$ cat src/include/divsqrt_config.svh
/*
  Fixed FP16 configuration of the divide and square-root unit.
  Changing the widths alone does not retarget the unit to another format.
*/
`ifndef DIVSQRT_CONFIG_SVH
`define DIVSQRT_CONFIG_SVH

// FP16 field layout
`define DIVSQRT_EXP_W 5
`define DIVSQRT_MAN_W 10
`define DIVSQRT_BIAS  15

// Engine iterations, one result bit per cycle
`define DIVSQRT_ITERS 12

// Width of the tag carried with each operation
`define DIVSQRT_TAG_W 4

// Canonical quiet NaN returned for invalid operations
`define DIVSQRT_QNAN  16'h7E00

`endif

$ cat src/rtl/fp_format_pkg.sv
/*
  Number-format types for FP16.
  Subnormals are not represented: a zero exponent field classifies as zero.
*/
`include "divsqrt_config.svh"

package fp_format_pkg;

  // One FP16 word: sign, exponent, fraction
  typedef logic [`DIVSQRT_EXP_W+`DIVSQRT_MAN_W:0] fp16_t;

  // Significand with hidden bit
  typedef logic [`DIVSQRT_MAN_W:0] sig_t;

  // Unbiased exponent, signed, holds quotient range plus normalisation
  typedef logic signed [7:0] exp_t;

  // Operand classification
  typedef struct packed {
    logic is_zero;
    logic is_inf;
    logic is_nan;
    logic is_snan;
    logic sign;
  } fp_class_t;

  // Operand split into its parts
  typedef struct packed {
    fp_class_t cls;
    exp_t      exp;
    sig_t      sig;
  } unpacked_t;

endpackage

$ cat src/rtl/divsqrt_ctrl_pkg.sv
/*
  Operation, control and transfer types of the divide/sqrt unit.
  Only round toward zero exists, so no rounding mode is carried.
*/
`include "divsqrt_config.svh"

package divsqrt_ctrl_pkg;

  // Operation select
  typedef enum logic {
    OP_DIV,
    OP_SQRT
  } divsqrt_op_e;

  // Control FSM
  typedef enum logic [1:0] {
    IDLE,
    BUSY,
    HOLD
  } ctrl_state_e;

  // IEEE status flags
  typedef struct packed {
    logic nv;
    logic dz;
    logic of;
    logic uf;
    logic nx;
  } status_t;

  typedef logic [`DIVSQRT_TAG_W-1:0] tag_t;

  // Request from upstream
  typedef struct packed {
    divsqrt_op_e          op;
    fp_format_pkg::fp16_t a;
    fp_format_pkg::fp16_t b;
    tag_t                 tag;
  } divsqrt_req_t;

  // Response to downstream
  typedef struct packed {
    fp_format_pkg::fp16_t result;
    status_t              status;
    tag_t                 tag;
  } divsqrt_rsp_t;

  // Captured at acceptance for the result assembler
  typedef struct packed {
    logic                 use_special;
    fp_format_pkg::fp16_t result;
    status_t              status;
    logic                 sign;
    fp_format_pkg::exp_t  exp;
  } special_t;

endpackage

$ cat src/rtl/divsqrt_ctrl.sv
/*
  Handshake control of the unit: one operation in flight at a time.
  In HOLD a new request is taken in the same cycle the result leaves.
*/
`timescale 1ns/1ps

module divsqrt_ctrl (
  input  logic                          clk_i,
  input  logic                          rst_n_i,
  input  logic                          in_valid_i,
  input  divsqrt_ctrl_pkg::divsqrt_op_e op_i,
  input  divsqrt_ctrl_pkg::tag_t        tag_i,
  output logic                          in_ready_o,
  output logic                          accept_o,
  output logic                          div_start_o,
  output logic                          sqrt_start_o,
  input  logic                          rsp_done_i,
  output logic                          out_valid_o,
  input  logic                          out_ready_i,
  output divsqrt_ctrl_pkg::tag_t        tag_o,
  output logic                          busy_o
);
  import divsqrt_ctrl_pkg::*;

  ctrl_state_e state_q, state_d;
  tag_t        tag_q;

  // --------------------
  // Handshakes
  // --------------------
  assign in_ready_o   = (state_q == IDLE) || ((state_q == HOLD) && out_ready_i);
  assign accept_o     = in_valid_i && in_ready_o;
  // Start strobe to the engine of the requested operation
  assign div_start_o  = accept_o && (op_i == OP_DIV);
  assign sqrt_start_o = accept_o && (op_i == OP_SQRT);
  assign out_valid_o  = (state_q == HOLD);
  assign busy_o       = (state_q != IDLE);

  // Next state
  always_comb begin
    state_d = state_q;
    unique case (state_q)
      IDLE: begin
        if (accept_o) begin
          state_d = BUSY;
        end
      end
      BUSY: begin
        // Result registered at the same edge
        if (rsp_done_i) begin
          state_d = HOLD;
        end
      end
      HOLD: begin
        if (out_ready_i) begin
          state_d = accept_o ? BUSY : IDLE;
        end
      end
      default: state_d = IDLE;
    endcase
  end

  always_ff @(posedge clk_i or negedge rst_n_i) begin
    if (!rst_n_i) begin
      state_q <= IDLE;
    end else begin
      state_q <= state_d;
    end
  end

  // Tag follows its operation
  always_ff @(posedge clk_i) begin
    if (accept_o) begin
      tag_q <= tag_i;
    end
  end

  assign tag_o = tag_q;

endmodule

$ cat src/rtl/divsqrt_top.sv
/*
  FP16 divide and square-root unit, round toward zero only.
  Fixed latency of 13 cycles from acceptance to out_valid_o.
  rsp_o is held stable until out_ready_i takes it.
*/
`timescale 1ns/1ps
`include "divsqrt_config.svh"

module divsqrt_top (
  input  logic                           clk_i,
  input  logic                           rst_n_i,
  input  divsqrt_ctrl_pkg::divsqrt_req_t req_i,
  input  logic                           in_valid_i,
  output logic                           in_ready_o,
  output divsqrt_ctrl_pkg::divsqrt_rsp_t rsp_o,
  output logic                           out_valid_o,
  input  logic                           out_ready_i,
  output logic                           busy_o
);
  import fp_format_pkg::*;
  import divsqrt_ctrl_pkg::*;

  logic                      accept, div_start, sqrt_start, rsp_done;
  unpacked_t                 a_unp, b_unp;
  special_t                  special;
  logic                      div_done, div_sticky;
  logic                      sqrt_done, sqrt_sticky;
  logic [`DIVSQRT_ITERS-1:0] quot, root;

  // Control and handshakes
  divsqrt_ctrl u_ctrl (
    .clk_i        (clk_i),
    .rst_n_i      (rst_n_i),
    .in_valid_i   (in_valid_i),
    .op_i         (req_i.op),
    .tag_i        (req_i.tag),
    .in_ready_o   (in_ready_o),
    .accept_o     (accept),
    .div_start_o  (div_start),
    .sqrt_start_o (sqrt_start),
    .rsp_done_i   (rsp_done),
    .out_valid_o  (out_valid_o),
    .out_ready_i  (out_ready_i),
    .tag_o        (rsp_o.tag),
    .busy_o       (busy_o)
  );

  operand_unpack u_unpack (
    .clk_i     (clk_i),
    .rst_n_i   (rst_n_i),
    .accept_i  (accept),
    .op_i      (req_i.op),
    .a_i       (req_i.a),
    .b_i       (req_i.b),
    .a_unp_o   (a_unp),
    .b_unp_o   (b_unp),
    .special_o (special)
  );

  // --------------------
  // Engines, side by side
  // --------------------
  mant_divider u_div (
    .clk_i    (clk_i),
    .rst_n_i  (rst_n_i),
    .start_i  (div_start),
    .num_i    (a_unp.sig),
    .den_i    (b_unp.sig),
    .done_o   (div_done),
    .quot_o   (quot),
    .sticky_o (div_sticky)
  );

  mant_sqrt u_sqrt (
    .clk_i     (clk_i),
    .rst_n_i   (rst_n_i),
    .start_i   (sqrt_start),
    .rad_i     (a_unp.sig),
    .odd_exp_i (a_unp.exp[0]),
    .done_o    (sqrt_done),
    .root_o    (root),
    .sticky_o  (sqrt_sticky)
  );

  result_assembler u_asm (
    .clk_i         (clk_i),
    .rst_n_i       (rst_n_i),
    .div_done_i    (div_done),
    .sqrt_done_i   (sqrt_done),
    .quot_i        (quot),
    .div_sticky_i  (div_sticky),
    .root_i        (root),
    .sqrt_sticky_i (sqrt_sticky),
    .special_i     (special),
    .rsp_done_o    (rsp_done),
    .result_o      (rsp_o.result),
    .status_o      (rsp_o.status)
  );

endmodule

$ cat src/rtl/mant_divider.sv
/*
  Restoring radix-2 divider of two normal significands.
  Both inputs need the hidden bit set; the result weights run 2^0 down to 2^-11.
  A start while busy restarts the division.
*/
`timescale 1ns/1ps
`include "divsqrt_config.svh"

module mant_divider (
  input  logic                      clk_i,
  input  logic                      rst_n_i,
  input  logic                      start_i,
  input  fp_format_pkg::sig_t       num_i,
  input  fp_format_pkg::sig_t       den_i,
  output logic                      done_o,
  output logic [`DIVSQRT_ITERS-1:0] quot_o,
  output logic                      sticky_o
);
  import fp_format_pkg::*;

  localparam int ITERS = `DIVSQRT_ITERS;
  localparam int CNT_W = $clog2(ITERS + 1);
  // One spare bit for the doubled partial remainder
  localparam int REM_W = $bits(sig_t) + 1;

  logic [REM_W-1:0] rem_q, rem_diff, rem_keep;
  sig_t             den_q;
  logic [ITERS-1:0] quot_q;
  logic [CNT_W-1:0] cnt_q;
  logic             done_q;
  logic             bit_ok;

  // Trial subtraction
  assign bit_ok   = (rem_q >= {1'b0, den_q});
  assign rem_diff = rem_q - {1'b0, den_q};
  assign rem_keep = bit_ok ? rem_diff : rem_q;

  // --------------------
  // Datapath
  // --------------------
  always_ff @(posedge clk_i) begin
    if (start_i) begin
      rem_q  <= {1'b0, num_i};
      den_q  <= den_i;
      quot_q <= '0;
    end else if (cnt_q != '0) begin
      // Remainder stays below den, so the shift never overflows
      rem_q  <= rem_keep << 1;
      quot_q <= {quot_q[ITERS-2:0], bit_ok};
    end
  end

  // Iteration count and done strobe
  always_ff @(posedge clk_i or negedge rst_n_i) begin
    if (!rst_n_i) begin
      cnt_q  <= '0;
      done_q <= 1'b0;
    end else begin
      done_q <= (cnt_q == CNT_W'(1));
      if (start_i) begin
        cnt_q <= CNT_W'(ITERS);
      end else if (cnt_q != '0) begin
        cnt_q <= cnt_q - CNT_W'(1);
      end
    end
  end

  assign done_o   = done_q;
  assign quot_o   = quot_q;
  // Non-zero remainder left after the last step
  assign sticky_o = |rem_q;

endmodule

$ cat src/rtl/mant_sqrt.sv
/*
  Radix-2 digit-recurrence square root of a normal significand.
  odd_exp_i doubles the radicand so the exponent can be halved exactly.
  The root weights run 2^0 down to 2^-11; the top root bit is always set.
*/
`timescale 1ns/1ps
`include "divsqrt_config.svh"

module mant_sqrt (
  input  logic                      clk_i,
  input  logic                      rst_n_i,
  input  logic                      start_i,
  input  fp_format_pkg::sig_t       rad_i,
  input  logic                      odd_exp_i,
  output logic                      done_o,
  output logic [`DIVSQRT_ITERS-1:0] root_o,
  output logic                      sticky_o
);
  localparam int ITERS = `DIVSQRT_ITERS;
  localparam int CNT_W = $clog2(ITERS + 1);
  // Two radicand bits consumed per step
  localparam int RAD_W = 2 * ITERS;
  localparam int REM_W = ITERS + 2;

  logic [RAD_W-1:0] rad_ext;
  logic [RAD_W-1:0] rad_q;
  logic [REM_W-1:0] rem_q, rem_next;
  logic [REM_W+1:0] rem_try, trial;
  logic [ITERS-1:0] root_q;
  logic [CNT_W-1:0] cnt_q;
  logic             done_q;
  logic             bit_ok;

  // Radicand scaled to an integer, top bit free for the odd-exponent doubling
  assign rad_ext = {1'b0, rad_i, {ITERS{1'b0}}};

  // --------------------
  // Recurrence step
  // --------------------
  always_comb begin
    // Bring down the next bit pair
    rem_try  = {rem_q, rad_q[RAD_W-1 -: 2]};
    // Trial value 4*root + 1
    trial    = {2'b00, root_q, 2'b01};
    bit_ok   = (rem_try >= trial);
    rem_next = bit_ok ? REM_W'(rem_try - trial) : REM_W'(rem_try);
  end

  always_ff @(posedge clk_i) begin
    if (start_i) begin
      rad_q  <= odd_exp_i ? (rad_ext << 1) : rad_ext;
      rem_q  <= '0;
      root_q <= '0;
    end else if (cnt_q != '0) begin
      rad_q  <= rad_q << 2;
      rem_q  <= rem_next;
      root_q <= {root_q[ITERS-2:0], bit_ok};
    end
  end

  // Iteration count and done strobe
  always_ff @(posedge clk_i or negedge rst_n_i) begin
    if (!rst_n_i) begin
      cnt_q  <= '0;
      done_q <= 1'b0;
    end else begin
      done_q <= (cnt_q == CNT_W'(1));
      if (start_i) begin
        cnt_q <= CNT_W'(ITERS);
      end else if (cnt_q != '0) begin
        cnt_q <= cnt_q - CNT_W'(1);
      end
    end
  end

  assign done_o   = done_q;
  assign root_o   = root_q;
  assign sticky_o = |rem_q;

endmodule

$ cat src/rtl/operand_unpack.sv
/*
  Classifies both FP16 operands and resolves the special cases.
  Subnormal operands count as zero. For sqrt the b operand is ignored.
  The special-case record is captured on the accepting edge only.
*/
`timescale 1ns/1ps
`include "divsqrt_config.svh"

module operand_unpack (
  input  logic                          clk_i,
  input  logic                          rst_n_i,
  input  logic                          accept_i,
  input  divsqrt_ctrl_pkg::divsqrt_op_e op_i,
  input  fp_format_pkg::fp16_t          a_i,
  input  fp_format_pkg::fp16_t          b_i,
  output fp_format_pkg::unpacked_t      a_unp_o,
  output fp_format_pkg::unpacked_t      b_unp_o,
  output divsqrt_ctrl_pkg::special_t    special_o
);
  import fp_format_pkg::*;
  import divsqrt_ctrl_pkg::*;

  localparam int EXP_W = `DIVSQRT_EXP_W;
  localparam int MAN_W = `DIVSQRT_MAN_W;

  unpacked_t a_unp, b_unp;
  special_t  special_d, special_q;
  logic      res_sign;
  fp16_t     inf_res, zero_res;

  // Split one word and classify it
  function automatic unpacked_t classify(input fp16_t w);
    logic [EXP_W-1:0] e;
    logic [MAN_W-1:0] f;
    unpacked_t        u;
    e = w[MAN_W +: EXP_W];
    f = w[MAN_W-1:0];
    u.cls.sign    = w[EXP_W+MAN_W];
    u.cls.is_zero = (e == '0);
    u.cls.is_inf  = (&e) && (f == '0);
    u.cls.is_nan  = (&e) && (f != '0);
    // Quiet bit clear means signalling
    u.cls.is_snan = u.cls.is_nan && !f[MAN_W-1];
    u.exp = exp_t'(e) - exp_t'(`DIVSQRT_BIAS);
    // Hidden bit only for normal numbers
    u.sig = {!u.cls.is_zero, f};
    return u;
  endfunction

  assign a_unp   = classify(a_i);
  assign b_unp   = classify(b_i);
  assign a_unp_o = a_unp;
  assign b_unp_o = b_unp;

  // --------------------
  // Special cases
  // --------------------
  assign res_sign = (op_i == OP_DIV) ? (a_unp.cls.sign ^ b_unp.cls.sign) : 1'b0;
  assign inf_res  = {res_sign, {EXP_W{1'b1}}, {MAN_W{1'b0}}};
  assign zero_res = {res_sign, {(EXP_W+MAN_W){1'b0}}};

  always_comb begin
    special_d             = '0;
    special_d.sign        = res_sign;
    special_d.use_special = 1'b1;
    if (op_i == OP_DIV) begin
      // Exponent of a/b before normalisation
      special_d.exp = a_unp.exp - b_unp.exp;
      if (a_unp.cls.is_nan || b_unp.cls.is_nan) begin
        special_d.result    = `DIVSQRT_QNAN;
        special_d.status.nv = a_unp.cls.is_snan | b_unp.cls.is_snan;
      end else if ((a_unp.cls.is_zero && b_unp.cls.is_zero) ||
                   (a_unp.cls.is_inf && b_unp.cls.is_inf)) begin
        // 0/0 and inf/inf
        special_d.result    = `DIVSQRT_QNAN;
        special_d.status.nv = 1'b1;
      end else if (a_unp.cls.is_inf) begin
        special_d.result = inf_res;
      end else if (b_unp.cls.is_zero) begin
        // Finite non-zero over zero
        special_d.result    = inf_res;
        special_d.status.dz = 1'b1;
      end else if (a_unp.cls.is_zero || b_unp.cls.is_inf) begin
        special_d.result = zero_res;
      end else begin
        special_d.use_special = 1'b0;
      end
    end else begin
      // Floor of half the exponent, arithmetic shift
      special_d.exp = a_unp.exp >>> 1;
      if (a_unp.cls.is_nan) begin
        special_d.result    = `DIVSQRT_QNAN;
        special_d.status.nv = a_unp.cls.is_snan;
      end else if (a_unp.cls.is_zero) begin
        // sqrt(-0) keeps its sign
        special_d.result = {a_unp.cls.sign, {(EXP_W+MAN_W){1'b0}}};
      end else if (a_unp.cls.sign) begin
        special_d.result    = `DIVSQRT_QNAN;
        special_d.status.nv = 1'b1;
      end else if (a_unp.cls.is_inf) begin
        special_d.result = inf_res;
      end else begin
        special_d.use_special = 1'b0;
      end
    end
  end

  always_ff @(posedge clk_i or negedge rst_n_i) begin
    if (!rst_n_i) begin
      special_q <= '0;
    end else if (accept_i) begin
      special_q <= special_d;
    end
  end

  assign special_o = special_q;

endmodule

$ cat src/rtl/result_assembler.sv
/*
  Normalises the engine result, truncates toward zero and applies range rules.
  Results below the normal range flush to signed zero.
  Output registers only change on an engine done strobe.
*/
`timescale 1ns/1ps
`include "divsqrt_config.svh"

module result_assembler (
  input  logic                       clk_i,
  input  logic                       rst_n_i,
  input  logic                       div_done_i,
  input  logic                       sqrt_done_i,
  input  logic [`DIVSQRT_ITERS-1:0]  quot_i,
  input  logic                       div_sticky_i,
  input  logic [`DIVSQRT_ITERS-1:0]  root_i,
  input  logic                       sqrt_sticky_i,
  input  divsqrt_ctrl_pkg::special_t special_i,
  output logic                       rsp_done_o,
  output fp_format_pkg::fp16_t       result_o,
  output divsqrt_ctrl_pkg::status_t  status_o
);
  import fp_format_pkg::*;
  import divsqrt_ctrl_pkg::*;

  localparam int   ITERS   = `DIVSQRT_ITERS;
  localparam int   EXP_W   = `DIVSQRT_EXP_W;
  localparam int   MAN_W   = `DIVSQRT_MAN_W;
  localparam exp_t EXP_INF = exp_t'((1 << EXP_W) - 1);

  logic [ITERS-1:0] res_bits;
  logic [MAN_W-1:0] frac;
  logic             sticky, dropped;
  exp_t             exp_norm, exp_biased;
  fp16_t            result_d, result_q;
  status_t          status_d, status_q;

  // Only the engine of the accepted operation finishes
  assign res_bits = div_done_i ? quot_i : root_i;
  assign sticky   = div_done_i ? div_sticky_i : sqrt_sticky_i;

  // --------------------
  // Normalise
  // --------------------
  always_comb begin
    if (res_bits[ITERS-1]) begin
      frac     = res_bits[ITERS-2 -: MAN_W];
      dropped  = res_bits[0];
      exp_norm = special_i.exp;
    end else begin
      // Quotient below one, shift left by one
      frac     = res_bits[ITERS-3 -: MAN_W];
      dropped  = 1'b0;
      exp_norm = special_i.exp - exp_t'(1);
    end
    exp_biased = exp_norm + exp_t'(`DIVSQRT_BIAS);
  end

  // Range rules, special results take priority
  always_comb begin
    status_d = '0;
    if (special_i.use_special) begin
      result_d = special_i.result;
      status_d = special_i.status;
    end else if (exp_biased >= EXP_INF) begin
      // RTZ overflow saturates to the largest finite value
      result_d    = {special_i.sign, {(EXP_W-1){1'b1}}, 1'b0, {MAN_W{1'b1}}};
      status_d.of = 1'b1;
      status_d.nx = 1'b1;
    end else if (exp_biased <= exp_t'(0)) begin
      result_d    = {special_i.sign, {(EXP_W+MAN_W){1'b0}}};
      status_d.uf = 1'b1;
      status_d.nx = 1'b1;
    end else begin
      result_d    = {special_i.sign, exp_biased[EXP_W-1:0], frac};
      status_d.nx = dropped | sticky;
    end
  end

  assign rsp_done_o = div_done_i | sqrt_done_i;

  always_ff @(posedge clk_i or negedge rst_n_i) begin
    if (!rst_n_i) begin
      result_q <= '0;
      status_q <= '0;
    end else if (rsp_done_o) begin
      result_q <= result_d;
      status_q <= status_d;
    end
  end

  assign result_o = result_q;
  assign status_o = status_q;

endmodule

$ cat config.mk
export PLATFORM = sky130hd
export DESIGN_NAME = divsqrt_top
export DESIGN_NICKNAME = d
export VERILOG_FILES = /design/src/rtl/fp_format_pkg.sv /design/src/rtl/divsqrt_ctrl_pkg.sv /design/src/rtl/divsqrt_ctrl.sv /design/src/rtl/divsqrt_top.sv /design/src/rtl/mant_divider.sv /design/src/rtl/mant_sqrt.sv /design/src/rtl/operand_unpack.sv /design/src/rtl/result_assembler.sv
export VERILOG_INCLUDE_DIRS = /design/src /design/src/include
export SDC_FILE = /design/constraint.sdc
export NUM_CORES = 1
export LEC_CHECK = 0
export BUFFER_PORTS_ARGS = -buffer_cell sky130_fd_sc_hd__buf_2
export CAP_MARGIN = 40
export CORE_MARGIN = 1
export CORE_UTILIZATION = 45
export DETAILED_ROUTE_END_ITERATION = 12
export SKIP_LAST_GASP = 1
export SYNTH_ARGS = -nofsm -noshare
export SYNTH_HDL_FRONTEND = slang
export SYNTH_SLANG_ARGS = --single-unit
$ cat constraint.sdc
create_clock -name clk_i -period 3.6 [get_ports clk_i]
set_clock_uncertainty 0.1 [all_clocks]
set_input_delay 0.36 -clock clk_i [delete_from_list [all_inputs] [get_ports clk_i]]
set_output_delay 0.36 -clock clk_i [all_outputs]
set_load 0.02 [all_outputs]
==> impl_metrics.json, run 1 <==
{
  "dp_hpwl_um": 14200,
  "rows": 48,
  "fin_crit_ns": 3.29,
  "clkTransAtPathRegs_ns": 0.06,
  "diodes": 0,
  "syn_inst": 896,
  "route.detailed.drc": 0,
  "antenna_found_initial": 0,
  "start_util_pct": 45.8,
  "die_y_um": 135,
  "multiInputGateArea_um2": 4400,
  "drtAntennaViolNets": 0,
  "rsz0062_at_grt": "no",
  "clk_path_buf_depth": 2,
  "nets": 1056,
  "tns_ns": 0,
  "final_cell_mix": "nand2_1, a21oi_1, buf_2",
  "synth_edf_count": 38,
  "num_vias": 6704,
  "path_cells": "inv_1, ha_1, nor2_1, a21oi_2, ha_2, nor2b_1, a21oi_1, a41o_1, a32oi_2, nand3_4, a31oi_4, nor2b_2, a2111o_1",
  "avgSynthCellArea_um2": 8.82,
  "max_stage_delay_ns": 0.45,
  "netlist_area_um2": 7900,
  "synth_top_area_share_pct": 15.2,
  "worstSetupPathType": "reg2reg",
  "io_pins": 69,
  "cp.required_ns": 3.79,
  "run_status": "complete, no violations",
  "drt_pre_antenna_iters": 6,
  "drive_above_1_share_pct": 14.8,
  "synth_warnings": 0,
  "period_share_pct": 91.5,
  "synth_seq_cells": 125,
  "clkSinkCount": 125,
  "power_mw": 9.36,
  "insertion_delay_ns": 0.41,
  "setup_viol": 0,
  "cts_tree": "done",
  "synth.net_count": 986,
  "ys_seq_area_share_pct": 39.5,
  "layout_commonest_cell": "nand2_1",
  "ys_top_cells_by_area": "dfrtp_1, edfxtp_1, dfxtp_1, ha_1, nand2_1",
  "grt-ovfl-total": 0,
  "grt_pass1_wl_um": 31400,
  "ff_latch_area_um2": 3120,
  "fp.dieArea_um2": 18100,
  "power.leakage_nw": 4.12,
  "drv_slew": 0,
  "cp.arrival_ns": 3.49,
  "max_freq_mhz": 304,
  "grt_start_max_net_pins": 28,
  "cp-start-kind": "register",
  "synth_cell_types": 77,
  "root_buffer": "clkbuf_16",
  "worstMarginPinSlew_ns": 0.818,
  "cts_inserted_buffers": 17,
  "nFillCells": 1615,
  "ir_drop_mv": 0.435,
  "area_growth_syn_to_layout_pct": 16.0,
  "wirelength_um": 19200,
  "end_kind": "register",
  "h-tree-depth": 4,
  "synthArstFlopShare_pct": 38.4,
  "drv_cap": 0,
  "yosysTopAreaCell": "dfrtp_1",
  "vias_per_cell": 5.57,
  "max_slew_margin_pct": 45.0,
  "p_per_area_nw_per_um2": 1020,
  "worst_hold_path_type": "in2reg",
  "synthFlopType": "dfrtp_1",
  "track_usage_pct": 22.0,
  "worst-path-max-fanout": 13,
  "cp_slowest_cell": "dfrtp_1",
  "core_region_area_um2": 17200,
  "final_core_utilization_pct": 53.2,
  "gp_congestion": 0.887,
  "grt_pass1_vias": 6234,
  "fp.dieW_um": 135,
  "drtIter0Drc": 429,
  "wl_per_cell_um": 15.9,
  "final_hold_viol_count": 0,
  "post-cts-setup-buffer-count": 0,
  "port_buffers": 68
}
==> kinds of logic (layout without fill, tap and decap cells) <==
group                      Yosys count  in the layout  share of synthesized area [%]
xor gates and xnor gates            41             41                           4.54
buffers and inverters               98            181                           4.94
adders and majority gates           49             49                           7.95
and+or+nand+nor                    313            313                           19.1
AOI/OAI and AO/OA                  235            235                           19.3
muxes                               35             35                           4.65
DFF                                125            125                           39.5
==> through the flow <==
step           cell area [um2]  std cells  worst slack (ns)  hold slack, ns
5_1_grt                   9170       1204            0.0149         0.00304
3_3_place_gp              8500       1167             0.303           0.351
6_report                  9170       1204             0.308          0.0214
3_5_place_dp              8540       1169             0.195           0.280
4_1_cts                   9140       1202             0.156        0.000242
2_1_floorplan             7900        896             0.363         -0.0356
==> Yosys cell counts (3+ instances only) <==
master and instances:
o31ai_1 4, dfxtp_1 39, edfxtp_1 38, nor3_1 20
and3_1 11, xor2_1 10, nand3_1 21, ha_1 47
nor2_1 63, a211oi_1 19, xnor2_1 31, a41oi_1 3
nor4b_1 4, or3_1 4, o22ai_1 4, nor4_1 9
inv_1 53, buf_1 4, a211o_1 5, nand2b_1 8
nand4_1 14, buf_2 3, dfrtp_1 48, clkbuf_1 33
buf_4 3, o21a_1 5, a21oi_1 82, o21ai_0 56
o211ai_1 3, nand2_1 120, or2_2 4, a21o_1 8
a31oi_1 7, mux2i_1 33, and2_1 8, a221o_1 13
nor2b_1 13
==> repair_timing <==
action,4_1_cts,5_1_grt
resized for setup,0,2
endpoints found under the hold margin,23,2
hold buffers,1,2
setup endpoints to repair,0,14
==> layout make-up <==
cell class | count | area share (%)
Clock inverter | 11 | 1.09
Clock buffer | 21 | 5.38
Sequential cell | 125 | 34.1
Multi-Input combinational cell | 673 | 48.0
Timing Repair Buffer | 95 | 6.18
Tap cell | 225 | 3.07
Inverter | 54 | 2.21
==> routing by layer <==
layer / up-vias / GRT usage, % / wire length (um)
met5: - / 0 / 0
met4: 0 / 5.81 / 197
met3: 15 / 3.87 / 580
met2: 129 / 34.8 / 8840
met1: 3186 / 31.0 / 9550
li1: 3374 / - / -
==> critical path, delay by kind of cell (launching register included) <==
family	cells	cell delay [ns]
AO/OA/AOI/OAI	6	1.36
adder cells (fa/ha/maj)	2	0.60
AND/OR/NAND/NOR	4	0.57
flip-flops	1	0.45
buffers and inverters	1	0.09
==> final timing paths <==
kind / startpoint / endpoint / slack (ns) / depth (start not counted)
min in group asynchronous: rst_n_i / u_asm.result_o[8] / 0.37 / 2
hold / removal: req_i[0] / u_ctrl.tag_o[0] / 0.02 / 1
setup / recovery: u_unpack.special_o[0] / u_asm.result_o[11] / 0.31 / 13
max in group asynchronous: rst_n_i / u_div.done_o / 2.48 / 3
setup reg to reg: u_unpack.special_o[0] / u_asm.result_o[11] / 0.31 / 13
hold reg to reg: u_asm.status_o[4] / u_asm.status_o[4] / 0.37 / 2
==> registers in the layout (all words and copies together), names as in the netlist, 11 cells and up <==
| signal | count |
|---|---|
| u_div.rem_q | 12 |
| u_sqrt.rad_q | 12 |
| u_unpack.special_o | 15 |
| u_div.quot_o | 12 |
| u_asm.result_o | 16 |
| u_sqrt.rem_q | 14 |
| u_div.den_q | 11 |
| u_sqrt.root_o | 12 |
==> report_power, final <==
| part | internal (mW) | switching (mW) |
|---|---|---|
| clock | 1.05 | 0.661 |
| combinational | 2.18 | 2.74 |
| sequential | 2.15 | 0.579 |
(Power assumes the default switching activity.)
==> run 2, diff against run 1 <==
CORE_UTILIZATION = 61   (was 45)
PLACE_DENSITY = 0.81   (was unset)
clock period = 3.5 ns   (was 3.6 ns; I/O delays follow)
==> run 2 against run 1 <==
Effect of this change:
- final area is 0.85% lower
- via count is 3.1% higher
- final cell count shrank 4.2%
- utilization is 19 points higher
- sequential share of layout area up 0.29 points
- non-clock buffer count is 3 higher
- die area decreased by 26%
- global-route usage increased by 7.5 points
- sequential power grew 3%
- clock-buffer cell count rose by 2
- worst hold slack lost 0.0056 ns
- wire length decreased by 3.3%
==> impl_metrics.json, run 2 (same netlist as run 1, synthesis figures left out) <==
{
  "path_cells": "inv_1, ha_1, nor2_1, a21oi_1, ha_2, nor2b_2, a21oi_1, a41o_1, a32oi_2, nand3_4, a31oi_4, nor2b_2, a2111o_1",
  "rows": 41,
  "startpoint": "u_unpack.special_o[0]",
  "p_per_area_nw_per_um2": 1050,
  "end_kind": "register",
  "vias_per_cell": 5.99,
  "insertion_delay_ns": 0.43,
  "h-tree-depth": 4,
  "worst_hold_path_type": "in2reg",
  "power.leakage_nw": 4.13,
  "fp.dieW_um": 116,
  "cts_tree": "done",
  "worstMarginPinSlew_ns": 0.799,
  "place_ws_ns": 0.175,
  "tns_ns": 0,
  "final_cell_area_um2": 9090,
  "path_delay_family": "compound AO/OA/AOI/OAI gates",
  "run_status": "complete, no violations",
  "min-delay-start": "req_i[5]",
  "drv_cap": 0,
  "final_hold_viol_count": 0,
  "cp-start-kind": "register",
  "post-cts-setup-buffer-count": 0,
  "diodes": 0,
  "drt_pre_antenna_iters": 5,
  "post-place-cells": 1117,
  "start_util_pct": 62.6,
  "grt_pass1_wl_um": 30700,
  "fin_crit_ns": 3.32,
  "period_share_pct": 95.0,
  "io_pins": 69,
  "port_buffers": 68,
  "antenna_found_initial": 0,
  "grt-ovfl-total": 0,
  "drive_above_1_share_pct": 14.8,
  "largest_reg_flops": 16,
  "area_growth_syn_to_layout_pct": 15.0,
  "r2r-start": "u_unpack.special_o[0]",
  "final_cell_mix": "nand2_1, a21oi_1, buf_2",
  "route.detailed.drc": 0,
  "ff_latch_area_um2": 3120,
  "max_slew_margin_pct": 46.5,
  "max_stage_delay_ns": 0.45,
  "clk_path_buf_depth": 2,
  "worst_hold_slack_ns": 0.0159,
  "worstSetupPathType": "reg2reg",
  "grt_start_max_net_pins": 34,
  "drv_slew": 0,
  "wirelength_um": 18500,
  "worst-path-max-fanout": 13,
  "drtIter0Drc": 427,
  "nFillCells": 992,
  "cp_slowest_cell": "dfrtp_1",
  "root_buffer": "clkbuf_16",
  "ir_drop_mv": 0.490,
  "core_region_area_um2": 12600,
  "die_y_um": 116,
  "setup_viol": 0,
  "nets": 1059,
  "gp_congestion": 0.934,
  "wl_per_cell_um": 16.1,
  "track_usage_pct": 29.5,
  "drtAntennaViolNets": 0,
  "placed_area_um2": 8470,
  "crit_buf_inv": 1,
  "clkSinkCount": 125,
  "cts_inserted_buffers": 17,
  "cp.arrival_ns": 3.52,
  "fp.dieArea_um2": 13400,
  "grt_pass1_vias": 6386,
  "layout_commonest_cell": "nand2_1",
  "fin_ws_ns": 0.177,
  "fin_cells": 1154,
  "max_freq_mhz": 301,
  "cp.required_ns": 3.70,
  "num_vias": 6912,
  "dp_hpwl_um": 13500,
  "multiInputGateArea_um2": 4400,
  "clkTransAtPathRegs_ns": 0.06
}
-- run 2: changes by cell type in the layout (fill, tap and decap cells not counted), sizes merged --
cell / delta
inv: -4
clkinv: +4
clkinvlp: -1
buf: +2
clkdlybuf4s15: -1
dlygate4sd3: +2
clkbuf: +2
bufinv: -1
-- run 2: worst paths after layout --
| path | to | slack (ns) | depth (start not counted) |
|---|---|---|---|
| max | u_asm.result_o[11] | 0.18 | 13 |
| min | u_div.den_q[1] | 0.02 | 1 |
| max reg2reg | u_asm.result_o[11] | 0.18 | 13 |
| min reg2reg | u_asm.status_o[4] | 0.36 | 2 |
| max in group asynchronous | u_unpack.special_o[6] | 2.18 | 3 |
| min in group asynchronous | u_asm.result_o[2] | 0.43 | 2 |
-- run 2: routing by layer --
metal / part of all wire (%) / GRT usage [%] / vias to the layer above
met1: 45 / 39.5 / 3273
met3: 4.9 / 5.33 / 40
met5: 0 / 0 / -
met2: 48 / 47.5 / 217
met4: 2.3 / 12.0 / 0
li1: - / - / 3382
-- run 2: timing repair --
action / CTS / global route
gates resized for setup: 0 / 2
endpoints found under the setup margin: 0 / 14
endpoints found under the hold margin: 36 / 0
hold buffers: 5 / 0
-- run 2: area by class of cell --
class | count | share of cell area (%)
clock buffer | 23 | 5.62
clock inverter | 9 | 0.620
inverter | 54 | 2.23
multi-input combinational | 673 | 48.4
sequential | 125 | 34.4
tap | 172 | 2.37
timing repair buffer | 98 | 6.42
-- run 2: power by group --
part | internal [mW] | switching [mW]
Combinational | 2.25 | 2.83
Clock | 1.02 | 0.642
Sequential | 2.21 | 0.599
Total | 5.48 | 4.08
-- run 2: worst reg2reg max path: cells and delay by family (launching register included) --
family	cells	cell delay (ns)
buffers and inverters	1	0.10
adder cells (fa/ha/maj)	2	0.64
flip-flops	1	0.45
AND/OR/NAND/NOR	4	0.55
AO/OA/AOI/OAI	6	1.36
-- run 2: through the flow --
stage          total power [mW]  util, %
6_report                   9.55     72.0
5_1_grt                    10.3     72.0
4_1_cts                    9.53     72.0
3_5_place_dp               7.81     67.1
3_3_place_gp               7.67     66.9
2_1_floorplan              6.65        -
==> run 3, diff against run 2 <==
PLACE_DENSITY = 0.92   (was 0.81)
==> run 3 against run 2 <==
Effect of this change:
- worst setup slack gained 0.068 ns
- clock-buffer cell count grew 6
- utilization is essentially flat
- wire length grew 4.9%
- global-route usage grew 0.88 points
- non-clock buffer count shrank 5
- fmax grew 2.1%
==> impl_metrics.json, run 3 (same netlist as run 1, synthesis figures left out) <==
{
  "period_share_pct": 93.0,
  "core_region_area_um2": 12600,
  "final_hold_viol_count": 0,
  "drv_cap": 0,
  "power.leakage_nw": 4.12,
  "startpoint": "u_unpack.special_o[1]",
  "cp.arrival_ns": 3.46,
  "track_usage_pct": 30.4,
  "r2r-start": "u_unpack.special_o[1]",
  "clk_path_buf_depth": 2,
  "start_util_pct": 62.6,
  "post-cts-setup-buffer-count": 0,
  "p_sw_mw": 4.14,
  "final_core_utilization_pct": 72.1,
  "max_slew_margin_pct": 35.4,
  "worst-path-max-fanout": 13,
  "clkSinkCount": 125,
  "internal-power_mw": 5.60,
  "max_freq_mhz": 307,
  "largest_reg_flops": 16,
  "port_buffers": 68,
  "grt_pass1_wl_um": 31500,
  "p_per_area_nw_per_um2": 1070,
  "grt_pass1_vias": 6535,
  "antenna_found_initial": 0,
  "fp.dieW_um": 116,
  "cts_tree": "done",
  "worstMarginPinSlew_ns": 0.955,
  "run_status": "complete, no violations",
  "diodes": 0,
  "area_growth_syn_to_layout_pct": 15.1,
  "cp_slowest_cell": "dfrtp_1",
  "die_y_um": 116,
  "path_cells": "inv_1, ha_1, nor2_1, a21oi_2, ha_1, nor2b_1, a21oi_1, a41o_1, a32oi_2, nand3_4, a31oi_4, nor2b_2, a2111o_1",
  "met2_usage_pct": 49.7,
  "combPwrFrac_pct": 52.6,
  "max_stage_delay_ns": 0.43,
  "h-tree-depth": 4,
  "drt_pre_antenna_iters": 5,
  "cpMostUsedCell": "ha_1",
  "cp-start-kind": "register",
  "grt_start_max_net_pins": 40,
  "end_kind": "register",
  "nets": 1054,
  "cts_inserted_buffers": 17,
  "final_cell_mix": "nand2_1, a21oi_1, buf_2",
  "layout_commonest_cell": "nand2_1",
  "worst_hold_path_type": "in2reg",
  "ir_drop_mv": 0.507,
  "insertion_delay_ns": 0.42,
  "drtIter0Drc": 579,
  "drv_slew": 0,
  "drive_above_1_share_pct": 14.0,
  "grt-ovfl-total": 0,
  "use_met1_pct": 39.1,
  "cp.required_ns": 3.70,
  "tns_ns": 0,
  "min-delay-start": "req_i[6]",
  "clkTransAtPathRegs_ns": 0.06,
  "setup_viol": 0,
  "root_buffer": "clkbuf_16",
  "fin_crit_ns": 3.26,
  "fp.dieArea_um2": 13400,
  "clkPwrFrac_pct": 18.4,
  "grtUsageMet3_pct": 6.64,
  "rows": 41,
  "io_pins": 69,
  "vias_per_cell": 6.15,
  "rsz0062_at_grt": "no",
  "num_vias": 7065,
  "worstSetupPathType": "reg2reg",
  "dp_hpwl_um": 13500,
  "gp_congestion": 0.929,
  "switching_share_pct": 42.5,
  "grt.busiest_layer": "met2",
  "drtAntennaViolNets": 0,
  "seq_power_share_pct": 29.0,
  "route.detailed.drc": 0,
  "wl_per_cell_um": 16.9,
  "wirelength_um": 19500
}
[run 3: cell count changes in the layout (fill, tap and decap cells not counted), sizes merged]
cell,before,now
dlygate4sd3,5,4
clkbuf,23,29
clkinvlp,1,0
bufinv,0,1
buf,93,89
clkinv,8,2
[run 3: final timing paths]
path,end,slack (ns),cells after the start
max reg2reg,u_asm.result_o[11],0.24,13
max in group asynchronous,u_unpack.special_o[0],2.52,3
min reg2reg,u_asm.status_o[4],0.36,2
min,u_div.den_q[2],0.02,1
max,u_asm.result_o[11],0.24,13
min in group asynchronous,u_asm.result_o[4],0.28,2
[run 3: power groups by stage]
| stage | Clock, mW | Sequential [mW] | Combinational, mW |
|---|---|---|---|
| floorplan | 0 | 2.69 | 3.96 |
| global placement | 0 | 2.77 | 4.81 |
| detailed placement | 0 | 2.80 | 4.97 |
| CTS | 1.80 | 2.80 | 5.08 |
| global route | 1.86 | 2.89 | 5.73 |
| finish | 1.79 | 2.83 | 5.12 |
[run 3: layout make-up]
class	count	area, um2
clock buffer	29	564
clock inverter	3	41.3
fill	892	3530
inverter	54	203
multi-input combinational	673	4400
sequential	125	3120
tap	172	215
timing repair buffer	93	551
[run 3: timing repair]
item / in CTS / in global routing
gates resized for setup: 0 / 2
hold endpoints to repair: 19 / 0
hold buffers: 4 / 0
endpoints found under the setup margin: 0 / 15
[run 3: metrics by stage]
stage          worst slack [ns]  hold WS (ns)  cells  power (mW)  cell area (um2)
2_1_floorplan             0.263       -0.0456    896        6.65             7900
3_3_place_gp              0.368         0.354   1112        7.58             8420
3_5_place_dp              0.194         0.188   1113        7.77             8440
4_1_cts                   0.133       0.00799   1149        9.67             9090
5_1_grt                  0.0440       0.00741   1149        10.5             9090
6_report                  0.245        0.0167   1149        9.74             9090
[run 3: routing by layer]
layer | up-vias | part of all wire (%) | wire (um)
met5 | - | 0 | 0
met4 | 0 | 3.2 | 621
met3 | 65 | 7.1 | 1390
met2 | 333 | 48 | 9360
met1 | 3308 | 42 | 8080
li1 | 3359 | - | -
[run 3: critical path, delay by kind of cell (launching register included)]
family	cells	cell delay, ns
AO/OA/AOI/OAI	6	1.39
AND/OR/NAND/NOR	4	0.58
adder cells (fa/ha/maj)	2	0.54
flip-flops	1	0.43
buffers and inverters	1	0.09
